File: src/source/icache_pkg.sv
package icache_pkg;

    // --------------------
    // Widths
    // --------------------

    localparam int ADDR_WIDTH  = 32;   // Byte address
    localparam int WORD_WIDTH  = 32;   // One instruction
    localparam int LINE_WORDS  = 4;    // Words per cache line
    localparam int OFFSET_BITS = 2;    // Word select inside a line

    // --------------------
    // Basic types
    // --------------------

    typedef logic [ADDR_WIDTH-1:0] addr_t;
    typedef logic [WORD_WIDTH-1:0] word_t;

    // Word 0 sits in the low bits, same order as memory
    typedef word_t [LINE_WORDS-1:0] line_t;

    // --------------------
    // Wishbone classic
    // --------------------

    typedef struct packed {
        logic  cyc;    // Bus cycle in progress
        logic  stb;    // Valid transfer
        logic  we;     // Always read in this cache
        addr_t adr;    // Byte address of the word
    } wb_req_t;

    typedef struct packed {
        word_t dat;    // Read data
        logic  ack;    // Transfer done
    } wb_rsp_t;

    // Refill controller states
    typedef enum logic [1:0] {
        ST_LOOKUP = 2'd0,   // Idle, compare against the ways
        ST_FETCH  = 2'd1,   // Word read on the bus
        ST_FILL   = 2'd2,   // Line written into the victim way
        ST_FLUSH  = 2'd3    // Valid bits cleared
    } ctrl_state_t;

endpackage

File: src/source/cache_way.sv
`timescale 1ns/100ps

module cache_way #(
    parameter  int LINES      = 16,
    localparam int INDEX_BITS = $clog2(LINES),
    localparam int TAG_BITS   = icache_pkg::ADDR_WIDTH - 2 - icache_pkg::OFFSET_BITS
                                - INDEX_BITS
) (
    input  logic                    i_clock,
    input  logic                    i_rst_n,

    // Lookup from the CPU address
    input  logic [INDEX_BITS-1:0]   i_lookup_index,
    input  logic [TAG_BITS-1:0]     i_lookup_tag,

    // Fill from the controller
    input  logic [INDEX_BITS-1:0]   i_fill_index,
    input  logic [TAG_BITS-1:0]     i_fill_tag,
    input  icache_pkg::line_t       i_fill_line,
    input  logic                    i_we,           // This way is the victim
    input  logic                    i_flush,        // Drop every line

    output logic                    o_hit,
    output icache_pkg::line_t       o_line
);

    logic [LINES-1:0]       valid_q;                // One per set
    logic [TAG_BITS-1:0]    tag_q  [LINES];
    icache_pkg::line_t      line_q [LINES];

    // --------------------
    // Valid bits
    // --------------------

    always_ff @(posedge i_clock or negedge i_rst_n) begin
        if (!i_rst_n) begin
            valid_q <= '0;
        end else if (i_flush) begin
            valid_q <= '0;                          // Whole way in one cycle
        end else if (i_we) begin
            valid_q[i_fill_index] <= 1'b1;
        end
    end

    // --------------------
    // Tag and data store
    // --------------------

    always_ff @(posedge i_clock) begin
        if (i_we) begin
            tag_q[i_fill_index]  <= i_fill_tag;
            line_q[i_fill_index] <= i_fill_line;    // Full line, single write
        end
    end

    // --------------------
    // Compare
    // --------------------

    // Addressed set, same cycle as the address
    assign o_hit  = valid_q[i_lookup_index] & (tag_q[i_lookup_index] == i_lookup_tag);
    assign o_line = line_q[i_lookup_index];

endmodule

File: src/source/icache.sv
`timescale 1ns/100ps

module icache #(
    parameter int WAYS  = 2,       // Associativity
    parameter int LINES = 16       // Sets per way, power of two
) (
    input  logic                i_clock,
    input  logic                i_rst_n,

    // CPU side
    input  icache_pkg::addr_t   i_addr,         // Word aligned
    input  logic                i_rd,
    input  logic                i_invalidate,
    output icache_pkg::word_t   o_inst,
    output logic                o_hit,
    output logic                o_busy,

    // Main memory, Wishbone classic
    output icache_pkg::wb_req_t o_wb,
    input  icache_pkg::wb_rsp_t i_wb
);

    localparam int INDEX_BITS = $clog2(LINES);
    localparam int TAG_BITS   = icache_pkg::ADDR_WIDTH - 2 - icache_pkg::OFFSET_BITS - INDEX_BITS;

    // --------------------
    // Address split
    // --------------------

    logic [icache_pkg::OFFSET_BITS-1:0] offset;
    logic [INDEX_BITS-1:0]              index;
    logic [TAG_BITS-1:0]                tag;

    assign offset = i_addr[2 +: icache_pkg::OFFSET_BITS];      // Bits 1..0 ignored
    assign index  = i_addr[2 + icache_pkg::OFFSET_BITS +: INDEX_BITS];
    assign tag    = i_addr[icache_pkg::ADDR_WIDTH-1 -: TAG_BITS];

    // Controller to ways
    icache_pkg::line_t              fill_line;
    logic [INDEX_BITS-1:0]          fill_index;
    logic [TAG_BITS-1:0]            fill_tag;
    logic [WAYS-1:0]                way_we;
    logic                           flush;

    // Ways to selector
    logic [WAYS-1:0]                way_hit;
    icache_pkg::line_t [WAYS-1:0]   way_lines;

    icache_controller #(
        .WAYS  (WAYS),
        .LINES (LINES)
    ) u_controller (
        .i_clock      (i_clock),
        .i_rst_n      (i_rst_n),
        .i_addr       (i_addr),
        .i_rd         (i_rd),
        .i_invalidate (i_invalidate),
        .i_hit        (o_hit),          // Combined hit back for miss detect
        .i_wb         (i_wb),
        .o_wb         (o_wb),
        .o_fill_line  (fill_line),
        .o_fill_index (fill_index),
        .o_fill_tag   (fill_tag),
        .o_way_we     (way_we),
        .o_flush      (flush),
        .o_busy       (o_busy)
    );

    // --------------------
    // Ways
    // --------------------

    for (genvar w = 0; w < WAYS; w++) begin : g_way
        cache_way #(
            .LINES (LINES)
        ) u_way (
            .i_clock        (i_clock),
            .i_rst_n        (i_rst_n),
            .i_lookup_index (index),
            .i_lookup_tag   (tag),
            .i_fill_index   (fill_index),
            .i_fill_tag     (fill_tag),
            .i_fill_line    (fill_line),
            .i_we           (way_we[w]),
            .i_flush        (flush),
            .o_hit          (way_hit[w]),
            .o_line         (way_lines[w])
        );
    end

    way_select #(
        .WAYS (WAYS)
    ) u_select (
        .i_way_hit   (way_hit),
        .i_way_lines (way_lines),
        .i_offset    (offset),
        .i_rd        (i_rd),
        .o_hit       (o_hit),
        .o_inst      (o_inst)
    );

endmodule

File: src/source/icache_controller.sv
`timescale 1ns/100ps

module icache_controller #(
    parameter  int WAYS       = 2,
    parameter  int LINES      = 16,
    localparam int INDEX_BITS = $clog2(LINES),
    localparam int TAG_BITS   = icache_pkg::ADDR_WIDTH - 2 - icache_pkg::OFFSET_BITS
                                - INDEX_BITS
) (
    input  logic                    i_clock,
    input  logic                    i_rst_n,

    // CPU side
    input  icache_pkg::addr_t       i_addr,        // Held while busy
    input  logic                    i_rd,
    input  logic                    i_invalidate,
    input  logic                    i_hit,         // Combined hit of all ways

    // Wishbone master
    input  icache_pkg::wb_rsp_t     i_wb,
    output icache_pkg::wb_req_t     o_wb,

    // Fill port shared by the ways
    output icache_pkg::line_t       o_fill_line,
    output logic [INDEX_BITS-1:0]   o_fill_index,
    output logic [TAG_BITS-1:0]     o_fill_tag,
    output logic [WAYS-1:0]         o_way_we,      // One-hot, only in fill
    output logic                    o_flush,
    output logic                    o_busy
);

    localparam int WAY_BITS = (WAYS > 1) ? $clog2(WAYS) : 1;
    localparam logic [icache_pkg::OFFSET_BITS-1:0] LAST_WORD =
        icache_pkg::OFFSET_BITS'(icache_pkg::LINE_WORDS - 1);

    icache_pkg::ctrl_state_t                state_q;
    logic                                   req_q;          // Strobe of the current word
    logic [icache_pkg::OFFSET_BITS-1:0]     word_q;         // Word being fetched
    logic [INDEX_BITS-1:0]                  fill_index_q;
    logic [TAG_BITS-1:0]                    fill_tag_q;
    icache_pkg::line_t                      line_q;         // Assembly buffer
    logic [WAY_BITS-1:0]                    victim_q [LINES];

    logic                                   miss;
    logic                                   word_ack;
    logic                                   take_miss;

    // --------------------
    // Miss detect
    // --------------------

    assign miss      = i_rd & ~i_hit;
    assign take_miss = (state_q == icache_pkg::ST_LOOKUP) & ~i_invalidate & miss;
    assign word_ack  = (state_q == icache_pkg::ST_FETCH) & req_q & i_wb.ack;

    // --------------------
    // Refill FSM
    // --------------------

    always_ff @(posedge i_clock or negedge i_rst_n) begin
        if (!i_rst_n) begin
            state_q <= icache_pkg::ST_LOOKUP;
            req_q   <= 1'b0;
            word_q  <= '0;
        end else begin
            case (state_q)
                icache_pkg::ST_LOOKUP: begin
                    if (i_invalidate) begin
                        state_q <= icache_pkg::ST_FLUSH;       // Invalidate wins over a miss
                    end else if (miss) begin
                        state_q <= icache_pkg::ST_FETCH;
                        req_q   <= 1'b1;                        // Word 0 on the next cycle
                        word_q  <= '0;
                    end
                end
                icache_pkg::ST_FETCH: begin
                    if (word_ack) begin
                        req_q <= 1'b0;                          // One idle cycle between words
                        if (word_q == LAST_WORD) begin
                            state_q <= icache_pkg::ST_FILL;
                        end else begin
                            word_q <= word_q + 1'b1;
                        end
                    end else if (!req_q) begin
                        req_q <= 1'b1;                          // Start of the next word
                    end
                end
                icache_pkg::ST_FILL:  state_q <= icache_pkg::ST_LOOKUP;
                icache_pkg::ST_FLUSH: state_q <= icache_pkg::ST_LOOKUP;
                default:              state_q <= icache_pkg::ST_LOOKUP;
            endcase
        end
    end

    // Line address and words, captured as they arrive
    always_ff @(posedge i_clock) begin
        if (take_miss) begin
            fill_tag_q   <= i_addr[icache_pkg::ADDR_WIDTH-1 -: TAG_BITS];
            fill_index_q <= i_addr[2 + icache_pkg::OFFSET_BITS +: INDEX_BITS];
        end
        if (word_ack) begin
            line_q[word_q] <= i_wb.dat;
        end
    end

    // --------------------
    // Victim choice
    // --------------------

    // Round robin per set, stepped on each fill
    always_ff @(posedge i_clock or negedge i_rst_n) begin
        if (!i_rst_n) begin
            for (int s = 0; s < LINES; s++) begin
                victim_q[s] <= '0;
            end
        end else if (state_q == icache_pkg::ST_FILL) begin
            if (victim_q[fill_index_q] == WAY_BITS'(WAYS - 1)) begin
                victim_q[fill_index_q] <= '0;
            end else begin
                victim_q[fill_index_q] <= victim_q[fill_index_q] + 1'b1;
            end
        end
    end

    always_comb begin
        o_way_we = '0;
        if (state_q == icache_pkg::ST_FILL) begin
            o_way_we[victim_q[fill_index_q]] = 1'b1;
        end
    end

    // --------------------
    // Outputs
    // --------------------

    always_comb begin
        o_wb.cyc = (state_q == icache_pkg::ST_FETCH) & req_q;
        o_wb.stb = (state_q == icache_pkg::ST_FETCH) & req_q;
        o_wb.we  = 1'b0;                                         // Read only
        o_wb.adr = {fill_tag_q, fill_index_q, word_q, 2'b00};    // Aligned line, word by word
    end

    assign o_fill_line  = line_q;
    assign o_fill_index = fill_index_q;
    assign o_fill_tag   = fill_tag_q;
    assign o_flush      = (state_q == icache_pkg::ST_FLUSH);

    // Busy on a miss in lookup, and in every other state
    assign o_busy = i_rd & ((state_q == icache_pkg::ST_LOOKUP) ? ~i_hit : 1'b1);

endmodule

File: src/source/way_select.sv
`timescale 1ns/100ps

module way_select #(
    parameter int WAYS = 2
) (
    input  logic [WAYS-1:0]                     i_way_hit,      // Per-way compare
    input  icache_pkg::line_t [WAYS-1:0]        i_way_lines,    // Addressed line of each way
    input  logic [icache_pkg::OFFSET_BITS-1:0]  i_offset,       // Word in the line
    input  logic                                i_rd,
    output logic                                o_hit,
    output icache_pkg::word_t                   o_inst
);

    localparam int WAY_BITS = (WAYS > 1) ? $clog2(WAYS) : 1;

    logic [WAY_BITS-1:0]    hit_way;        // Lowest hitting way
    icache_pkg::line_t      hit_line;

    // --------------------
    // Way pick
    // --------------------

    // Scan from the top so the lowest number ends up chosen
    always_comb begin
        hit_way = '0;
        for (int w = WAYS - 1; w >= 0; w--) begin
            if (i_way_hit[w]) begin
                hit_way = WAY_BITS'(w);
            end
        end
    end

    assign hit_line = i_way_lines[hit_way];

    // --------------------
    // Word mux
    // --------------------

    // Four to one on the offset
    always_comb begin
        o_inst = hit_line[i_offset];
    end

    // No request, no hit
    assign o_hit = i_rd & (|i_way_hit);

endmodule

File: config.mk
export PLATFORM = sky130hd
export DESIGN_NAME = icache
export DESIGN_NICKNAME = d
export VERILOG_FILES = /design/src/source/icache_pkg.sv /design/src/source/cache_way.sv /design/src/source/icache.sv /design/src/source/icache_controller.sv /design/src/source/way_select.sv
export SDC_FILE = /design/constraint.sdc
export NUM_CORES = 2
export LEC_CHECK = 0
export BUFFER_PORTS_ARGS = -buffer_cell sky130_fd_sc_hd__buf_4
export CAP_MARGIN = 15
export CORE_UTILIZATION = 60
export DETAILED_ROUTE_END_ITERATION = 8
export PLACE_DENSITY = 0.85
export REMOVE_ABC_BUFFERS = 1
export SYNTH_ARGS = -nofsm -noshare
export SYNTH_HDL_FRONTEND = slang
export SYNTH_MEMORY_MAX_BITS = 65536
export SYNTH_SLANG_ARGS = --single-unit
File: constraint.sdc
create_clock -name i_clock -period 10.93 [get_ports i_clock]
set_input_delay 1.6395 -clock i_clock [delete_from_list [all_inputs] [get_ports i_clock]]
set_output_delay 1.6395 -clock i_clock [all_outputs]
set_load 0.03 [all_outputs]
Word-level counts from Yosys, hierarchy flattened
Memories as Yosys holds them, arrays and structs flattened.
Cells that the tools add are included.
{"block": "word_totals", "ff_bits": 209, "n_memories": 4, "inputBits": 69, "romBits": 0, "ram_bits": 4864, "latch_bits": 0}
{"name": "g_way[0].u_way.line_q", "words": 16, "word_bits": 128, "rd": 1, "rd_ports_with_merged_regs": 0, "wr": 1, "line": "cache_way.sv:29", "rtl": "icache_pkg::line_t line_q [LINES];"}
{"name": "g_way[1].u_way.line_q", "words": 16, "word_bits": 128, "rd": 1, "rd_ports_with_merged_regs": 0, "wr": 1, "line": "cache_way.sv:29"}
{"name": "g_way[0].u_way.tag_q", "words": 16, "word_bits": 24, "rd": 1, "rd_ports_with_merged_regs": 0, "wr": 1, "line": "cache_way.sv:28", "rtl": "logic [TAG_BITS-1:0] tag_q [LINES];"}
{"name": "g_way[1].u_way.tag_q", "words": 16, "word_bits": 24, "rd": 1, "rd_ports_with_merged_regs": 0, "wr": 1, "line": "cache_way.sv:28"}
{"block": "op_classes", "n_reduce_logical": 13, "bitwise_logic": 16, "div": 0, "order_cmp": 11, "eq_ne": 12, "shift": 0, "multipliers": 0, "addsub": 2, "muxes": 48}
{"op": "$mux W128", "count": 2}
{"op": "$bwmux W128", "count": 1}
{"op": "$mux W16", "count": 5}
{"op": "$bmux W32 S2", "count": 1}
{"op": "$demux W32 S2", "count": 1}
{"op": "$mux W32", "count": 2}
{"op": "$eq A24 B24 Y1", "count": 2}
{"op": "$or A16 B16 Y16", "count": 2}
{"op": "$mux W2", "count": 9}
{"op": "$mux W1", "count": 17}
{"op": "$and A16 B16 Y16", "count": 1}
{"op": "$bwmux W16", "count": 1}
{"op": "$not A16 Y16", "count": 1}
{"op": "$bmux W1 S4", "count": 3}
{"op": "$lt A4 B5 Y1 const B", "count": 2}
{"op": "$and A1 B1 Y1", "count": 9}
{"op": "$demux W1 S4", "count": 2}
{"op": "$eq A2 B2 Y1 const B", "count": 3}
{"op": "$lt A2 B3 Y1 const B", "count": 2}
{"op": "$ne A2 B2 Y1 const B", "count": 3}
{"op": "$pmux W2 S3", "count": 1}
{"op": "$reduce_and A3 Y1", "count": 2}
{"op": "$reduce_bool A2 Y1", "count": 3}
{"op": "$ge A5 B5 Y1 const B", "count": 1}
{"op": "19 further kinds", "count": 26}

Logic depth before layout (Yosys ltp)
{"block": "depth", "word_depth": 11, "mapped_depth": 19, "mapped_depth_nobuf": 11}

Hierarchy
From an unflattened synthesis, not the netlist that was laid out.
{"block": "unflattened", "hier_cells": 7922, "hier_area_um2": 193808.4}
{"module": "cache_way (g_way[0].u_way)", "area_each_um2": 92523.7, "cells_per_inst": 3608, "seq_area_each_um2": 73430.4, "n_inst": 1}
{"module": "cache_way (g_way[1].u_way)", "area_each_um2": 92472.4, "cells_per_inst": 3662, "seq_area_each_um2": 73430.4, "n_inst": 1}
{"module": "icache_controller", "area_each_um2": 6252.2, "cells_per_inst": 303, "seq_area_each_um2": 5210.0, "n_inst": 1}
{"module": "way_select", "area_each_um2": 2560.0, "cells_per_inst": 349, "seq_area_each_um2": 0.0, "n_inst": 1}

Worst setup path before layout
OpenSTA, ideal clock, no wires.
{"block": "synth_path", "path_kind": "flip-flop to flip-flop", "from": "reg u_controller.fill_index_q[0], in the netlist u_controller.o_fill_index[0]", "to": "mem g_way[0].u_way.line_q[11][0] (netlist bit) (enable)", "path_slack_ps": 1712, "setup_time_ps": 668, "path_buffers": 2, "arrival_time_ps": 8550, "stages_incl_launch_ff": 7, "cell_sequence": "edfxtp_1 -> buf_1 -> mux4_2 -> mux2_2 -> o21a_1 -> clkbuf_1 -> nor2_1"}
{"block": "synth_via", "elab_chain_cells": 11, "word_cells_on_any_way": 12, "cone_classes": "order compare: 2; mux: 8; bitwise: 1; reduce/logical: 1"}
{"element": "start, declared", "line": "icache_controller.sv:39", "rtl": "logic [INDEX_BITS-1:0] fill_index_q;"}
{"element": "start signal, assigned", "line": "icache_controller.sv:99", "rtl": "fill_index_q <= i_addr[2 + icache_pkg::OFFSET_BITS +: INDEX_BITS];"}
{"element": "$not A4 Y5 (implied by the code)", "line": "icache_controller.sv:128", "rtl": "o_way_we[victim_q[fill_index_q]] = 1'b1;"}
{"element": "$bmux W1 S4", "line": "icache_controller.sv:128"}
{"element": "$mux W1 (implied by the code) (2 in series)", "line": "icache_controller.sv:128"}
{"element": "$lt A1 B2 Y1 (implied by the code) or $ge A1 B1 Y1 (tied branches)", "line": "icache_controller.sv:128"}
{"element": "$logic_and A1 B1 Y1 (implied by the code)", "line": "icache_controller.sv:128"}
{"element": "$mux W1 (implied by the code)", "line": "icache_controller.sv:128"}
{"element": "$demux W1 S1"}
{"element": "$mux W2", "line": "icache_controller.sv:127", "rtl": "if (state_q == icache_pkg::ST_FILL) begin"}
{"element": "$mux W1", "line": "cache_way.sv:50", "rtl": "if (i_we) begin"}
{"element": "$mux W1 (implied by the code)", "line": "cache_way.sv:52", "rtl": "line_q[i_fill_index] <= i_fill_line;"}
{"element": "end, declared", "line": "cache_way.sv:29"}
Several ways; a longest one is shown, not always the timed one. The select of a mux whose other input is x is not followed.

Worst setup path after layout
{"block": "layout_path", "from": "in i_addr[5]", "to": "out o_inst[6]"}
{"block": "layout_via", "elab_chain_cells": 9, "word_cells_on_any_way": 18, "cone_classes": "eq/ne: 2; mux: 10; bitwise: 2; memory: 4"}
{"element": "start, declared", "line": "icache.sv:11", "rtl": "input icache_pkg::addr_t i_addr,"}
{"element": "$mem_v2 Z16 W24 or $bmux W1 S4 (tied branches)"}
{"element": "$eq A24 B24 Y1 or $mux W1 (tied branches)", "line": "cache_way.sv:61", "rtl": "assign o_hit = valid_q[i_lookup_index] & (tag_q[i_lookup_index] == i_lookup_tag);"}
{"element": "$and A1 B1 Y1", "line": "cache_way.sv:61"}
{"element": "$mux W1 (2 in series)", "line": "way_select.sv:27", "rtl": "if (i_way_hit[w]) begin"}
{"element": "$mux W128 (implied by the code) (*) (2 in series)", "line": "way_select.sv:33", "rtl": "assign hit_line = i_way_lines[hit_way];"}
{"element": "$bmux W32 S2 (*)", "line": "way_select.sv:41", "rtl": "o_inst = hit_line[i_offset];"}
{"element": "$mux W32 (implied by the code) (*)", "line": "way_select.sv:41"}
{"element": "end, declared", "line": "icache.sv:14", "rtl": "output icache_pkg::word_t o_inst,"}
Mark *: on every way between the ends. The rest lies on a longest branch, timed or not. The select of a mux whose other input is x is not followed.

==> results.tsv <==
stage	metric	value	unit
die	core	0.3209	mm2
clock_network	cts.path.max_buffers	4	
pwr	power_leakage	67.44	nW
drt	drc	314	
worst_setup_path	cp-end-kind	output port	
placed_design	place_area	0.2000	mm2
synthesis	yosysTopAreaCellShare	77.89	%
clock_network	postCtsHoldBufs	0	
clock_network	cts_inserted_buffers	459	
worst_setup_path	worstPathCellList	buf_8, buf_4, mux4_2, mux2i_1, xor2_1, nand3_1, o31ai_1, nand4_1, or4_1, nand2_2, nor2_1, a2111oi_0, o31ai_1, buf_4, buf_4	
synthesis	synth_area	0.1935	mm2
synthesis	yosysUniqueCellTypes	77	
drt	drt_wl_total	604.9	mm
timing	setup_violations	0	
pwr	ir_drop	0.0001625	V
synthesis	synth_edf_count	5020	
clock_network	cts_tree	yes	
hold_path	min_path_type	reg -> reg	
clock_network	cts.repair.resized	0	
drt	antenna_left	0	
synthesis	synth_seq_cells	5073	
timing	max_freq	96.93	MHz
drt	drt_iter0_markers	19270	
timing	period_needed	10320	ps
worst_setup_path	crit_slowest_cell	nand2_2	
global_route	grt_max_degree	144	
synthesis	yosysMostFrequentCell	edfxtp_1	
timing	max_slew.worst_pin.slew	1403	ps
synthesis	yosysSeqAreaShare	78.58	%
worst_setup_path	cp_max_fo	89	
job	cap_violations	0	
synthesis	ys.flop_type	edfxtp_1	
clock_network	path_clk_slew	70	ps
worst_setup_path	cp.arrival	8680	ps
global_route	overflow	0	
global_route	grt_use_total	37.58	%
worst_setup_path	max_stage_delay	1050	ps
die	dieArea	0.3248	mm2
timing	fin_tns_setup	0	ps
run_status	violations	design-rule violations	
die	row_count	208	
placed_design	portBuffers	132	
layout	nFillCells	17370	
placed_design	gp_congestion	0.8619	
synthesis	yosysTopAreaCell	edfxtp_1	
worst_setup_path	crit_top_cell	buf_4	
placed_design	post-place-ws	1432	ps
timing	report.final.hold_viol_count	0	
timing	maxSlewViolCount	0	
run_status	status	complete, but fails checks	
layout	area_delta_synth_final	11.15	%
worst_setup_path	reg2reg_to	u_controller.o_fill_tag[3]$_DFFE_PP_	
worst_setup_path	reg2regPathDepth	11	
timing	finalWorstSetupSlack	613.8	ps
clock_network	clock_latency	1040	ps
drt	num_vias	101300	
worst_setup_path	start_kind	primary input	
layout	design_area	0.2151	mm2
die	start_util	60.31	%
timing	timing.slew.headroom	6.448	%
hold_path	whs_endpoint	g_way[1].u_way.valid_q[7]$_DFFE_PN0P_	
pwr	power.density	190.6	mW/mm2
layout	fin_nets	8559	
worst_setup_path	critPathKind	in -> out	
placed_design	dp_hpwl	264.5	mm
synthesis	syn_inst	8127	
layout	drive_gt1_share	28.09	%
clock_network	clkSinkCount	5073	
global_route	grt_pass1_vias	104800	
worst_setup_path	critPathBufInv	4	
die	die_y	569.9	um
synthesis	synthTopCellsByCount	edfxtp_1, mux4_2, nand2_1, clkbuf_1, mux2i_1	
drt	dr.pass1.iters	9	
timing	rsz0062_at_grt	no	
drt	vias_per_cell	7.669	
die	ios	138	
global_route	grt_antenna_before_repair	33	
clock_network	post_cts_buffers	0	
synthesis	async_flop_share	1.045	%
drt	wire_per_inst	45.78	um
clock_network	cts_root_buffer	clkbuf_16	
timing	clock_skew	69.72	ps
hold_path	hp-start	g_way[1].u_way.valid_q[7]$_DFFE_PN0P_	
global_route	grt_pass1_wl	831.7	mm
clock_network	cts_max_level	5	
synthesis	syn_avg_cell_area	23.81	um2
synthesis	synth.top_cells.by_area	edfxtp_1, mux4_2, nand2_1, mux2i_1, dfrtp_1	
worst_setup_path	r2r_setup_slack	4800	ps
worst_setup_path	cp_top_family	simple AND/OR/NAND/NOR gates	
timing	min_period_over_period	94.38	%
synthesis	ys_warn_count	0	
die	die_w	569.9	um
worst_setup_path	r2r-start	g_way[0].u_way.tag_q[1][5]$_DFFE_PP_	
hold_path	hold_depth	1	
worst_setup_path	critical_path_required	9290	ps
-- cell families after synthesis --
logic type,share of synthesized area [%]
AO/OA/AOI/OAI,0.9827
XOR/XNOR,0.2534
adder cells (fa/ha/maj),0.02586
buffers and inverters,1.094
flip-flops,78.58
multiplexers,17.56
other,0.001938
AND/OR/NAND/NOR,1.505
-- layout make-up --
cell class	instances	area, um2	area share, %
repair buffers	324	2919	1.357
multi-input cells	2607	39640	18.43
clock inverters	305	2979	1.385
inverters	21	96.34	0.04479
flip-flops and latches	5073	152100	70.69
diodes	22	55.05	0.02559
well taps	4305	5386	2.504
clock buffers	555	11960	5.560
-- flip-flops by register name (all words and copies together) (netlist names) --
name	cells
u_controller.o_fill_tag	24
g_way.u_way.line_q	4096
u_controller.o_fill_line	128
g_way.u_way.valid_q	32
u_controller.state_q	2
u_controller.word_q	2
u_controller.o_fill_index	4
u_controller.req_q	1
g_way.u_way.tag_q	768
u_controller.victim_q	16
-- stage by stage --
step | std cells | util, % | hold slack, ps | total power [mW]
floorplan | 7701 | - | 457.3 | 23.60
global placement | 12320 | 62.33 | 467.3 | 24.45
detailed placement | 12330 | 62.34 | 475.5 | 24.63
CTS | 13190 | 66.99 | 495.9 | 40.88
global route | 13200 | 67.02 | 518.5 | 41.65
finish | 13210 | 67.04 | 494.6 | 40.99
-- power by group --
group,internal [mW],switching [mW],total [mW]
Sequential,21.9,0.549,22.4
Combinational,0.772,1.24,2.01
Clock,8.94,7.63,16.6
Total,31.6,9.42,41.0
-- layer usage --
layer / GRT usage [%] / vias up / wire [um]
met5: 0.2082 / - / 216
met3: 10.05 / 3312 / 85300
met4: 30.23 / 26 / 58350
li1: - / 35450 / -
met1: 43.39 / 51170 / 170600
met2: 59.78 / 11370 / 290400
-- layout by cell type, fill, tap and decap left out, drive strengths merged, types with 7 or more instances in the layout --
| cell type | instances |
|---|---|
| a211oi | 11 |
| mux4 | 1421 |
| a31oi | 61 |
| nor3 | 14 |
| nor4 | 7 |
| o22ai | 28 |
| o21a | 34 |
| a21oi | 44 |
| o21ai | 26 |
| edfxtp | 5020 |
| nor2 | 82 |
| bufinv | 47 |
| clkbuf | 556 |
| clkinvlp | 16 |
| mux2i | 144 |
| nand2 | 386 |
| clkinv | 228 |
| xnor2 | 37 |
| a22oi | 17 |
| or4 | 10 |
| nand3 | 25 |
| dfrtp | 53 |
| inv | 35 |
| nand2b | 11 |
| mux2 | 48 |
| nor2b | 17 |
| xor2 | 19 |
| diode | 22 |
| buf | 323 |
| and3 | 66 |
| o31ai | 10 |
-- how the worst max path moves through the flow --
stage	from	to	slack, ps	cells after the start
6_report	i_addr[5]	o_inst[6]	610	15
5_1_grt	i_addr[5]	o_inst[6]	730	15
4_1_cts	i_addr[4]	o_inst[6]	1070	15
3_5_place_dp	i_addr[4]	o_inst[6]	1430	15
3_3_place_gp	i_addr[4]	o_inst[0]	1580	14
2_1_floorplan	i_addr[7]	o_inst[16]	-11540	6
Note: power is estimated with default switching activity, not from simulation.
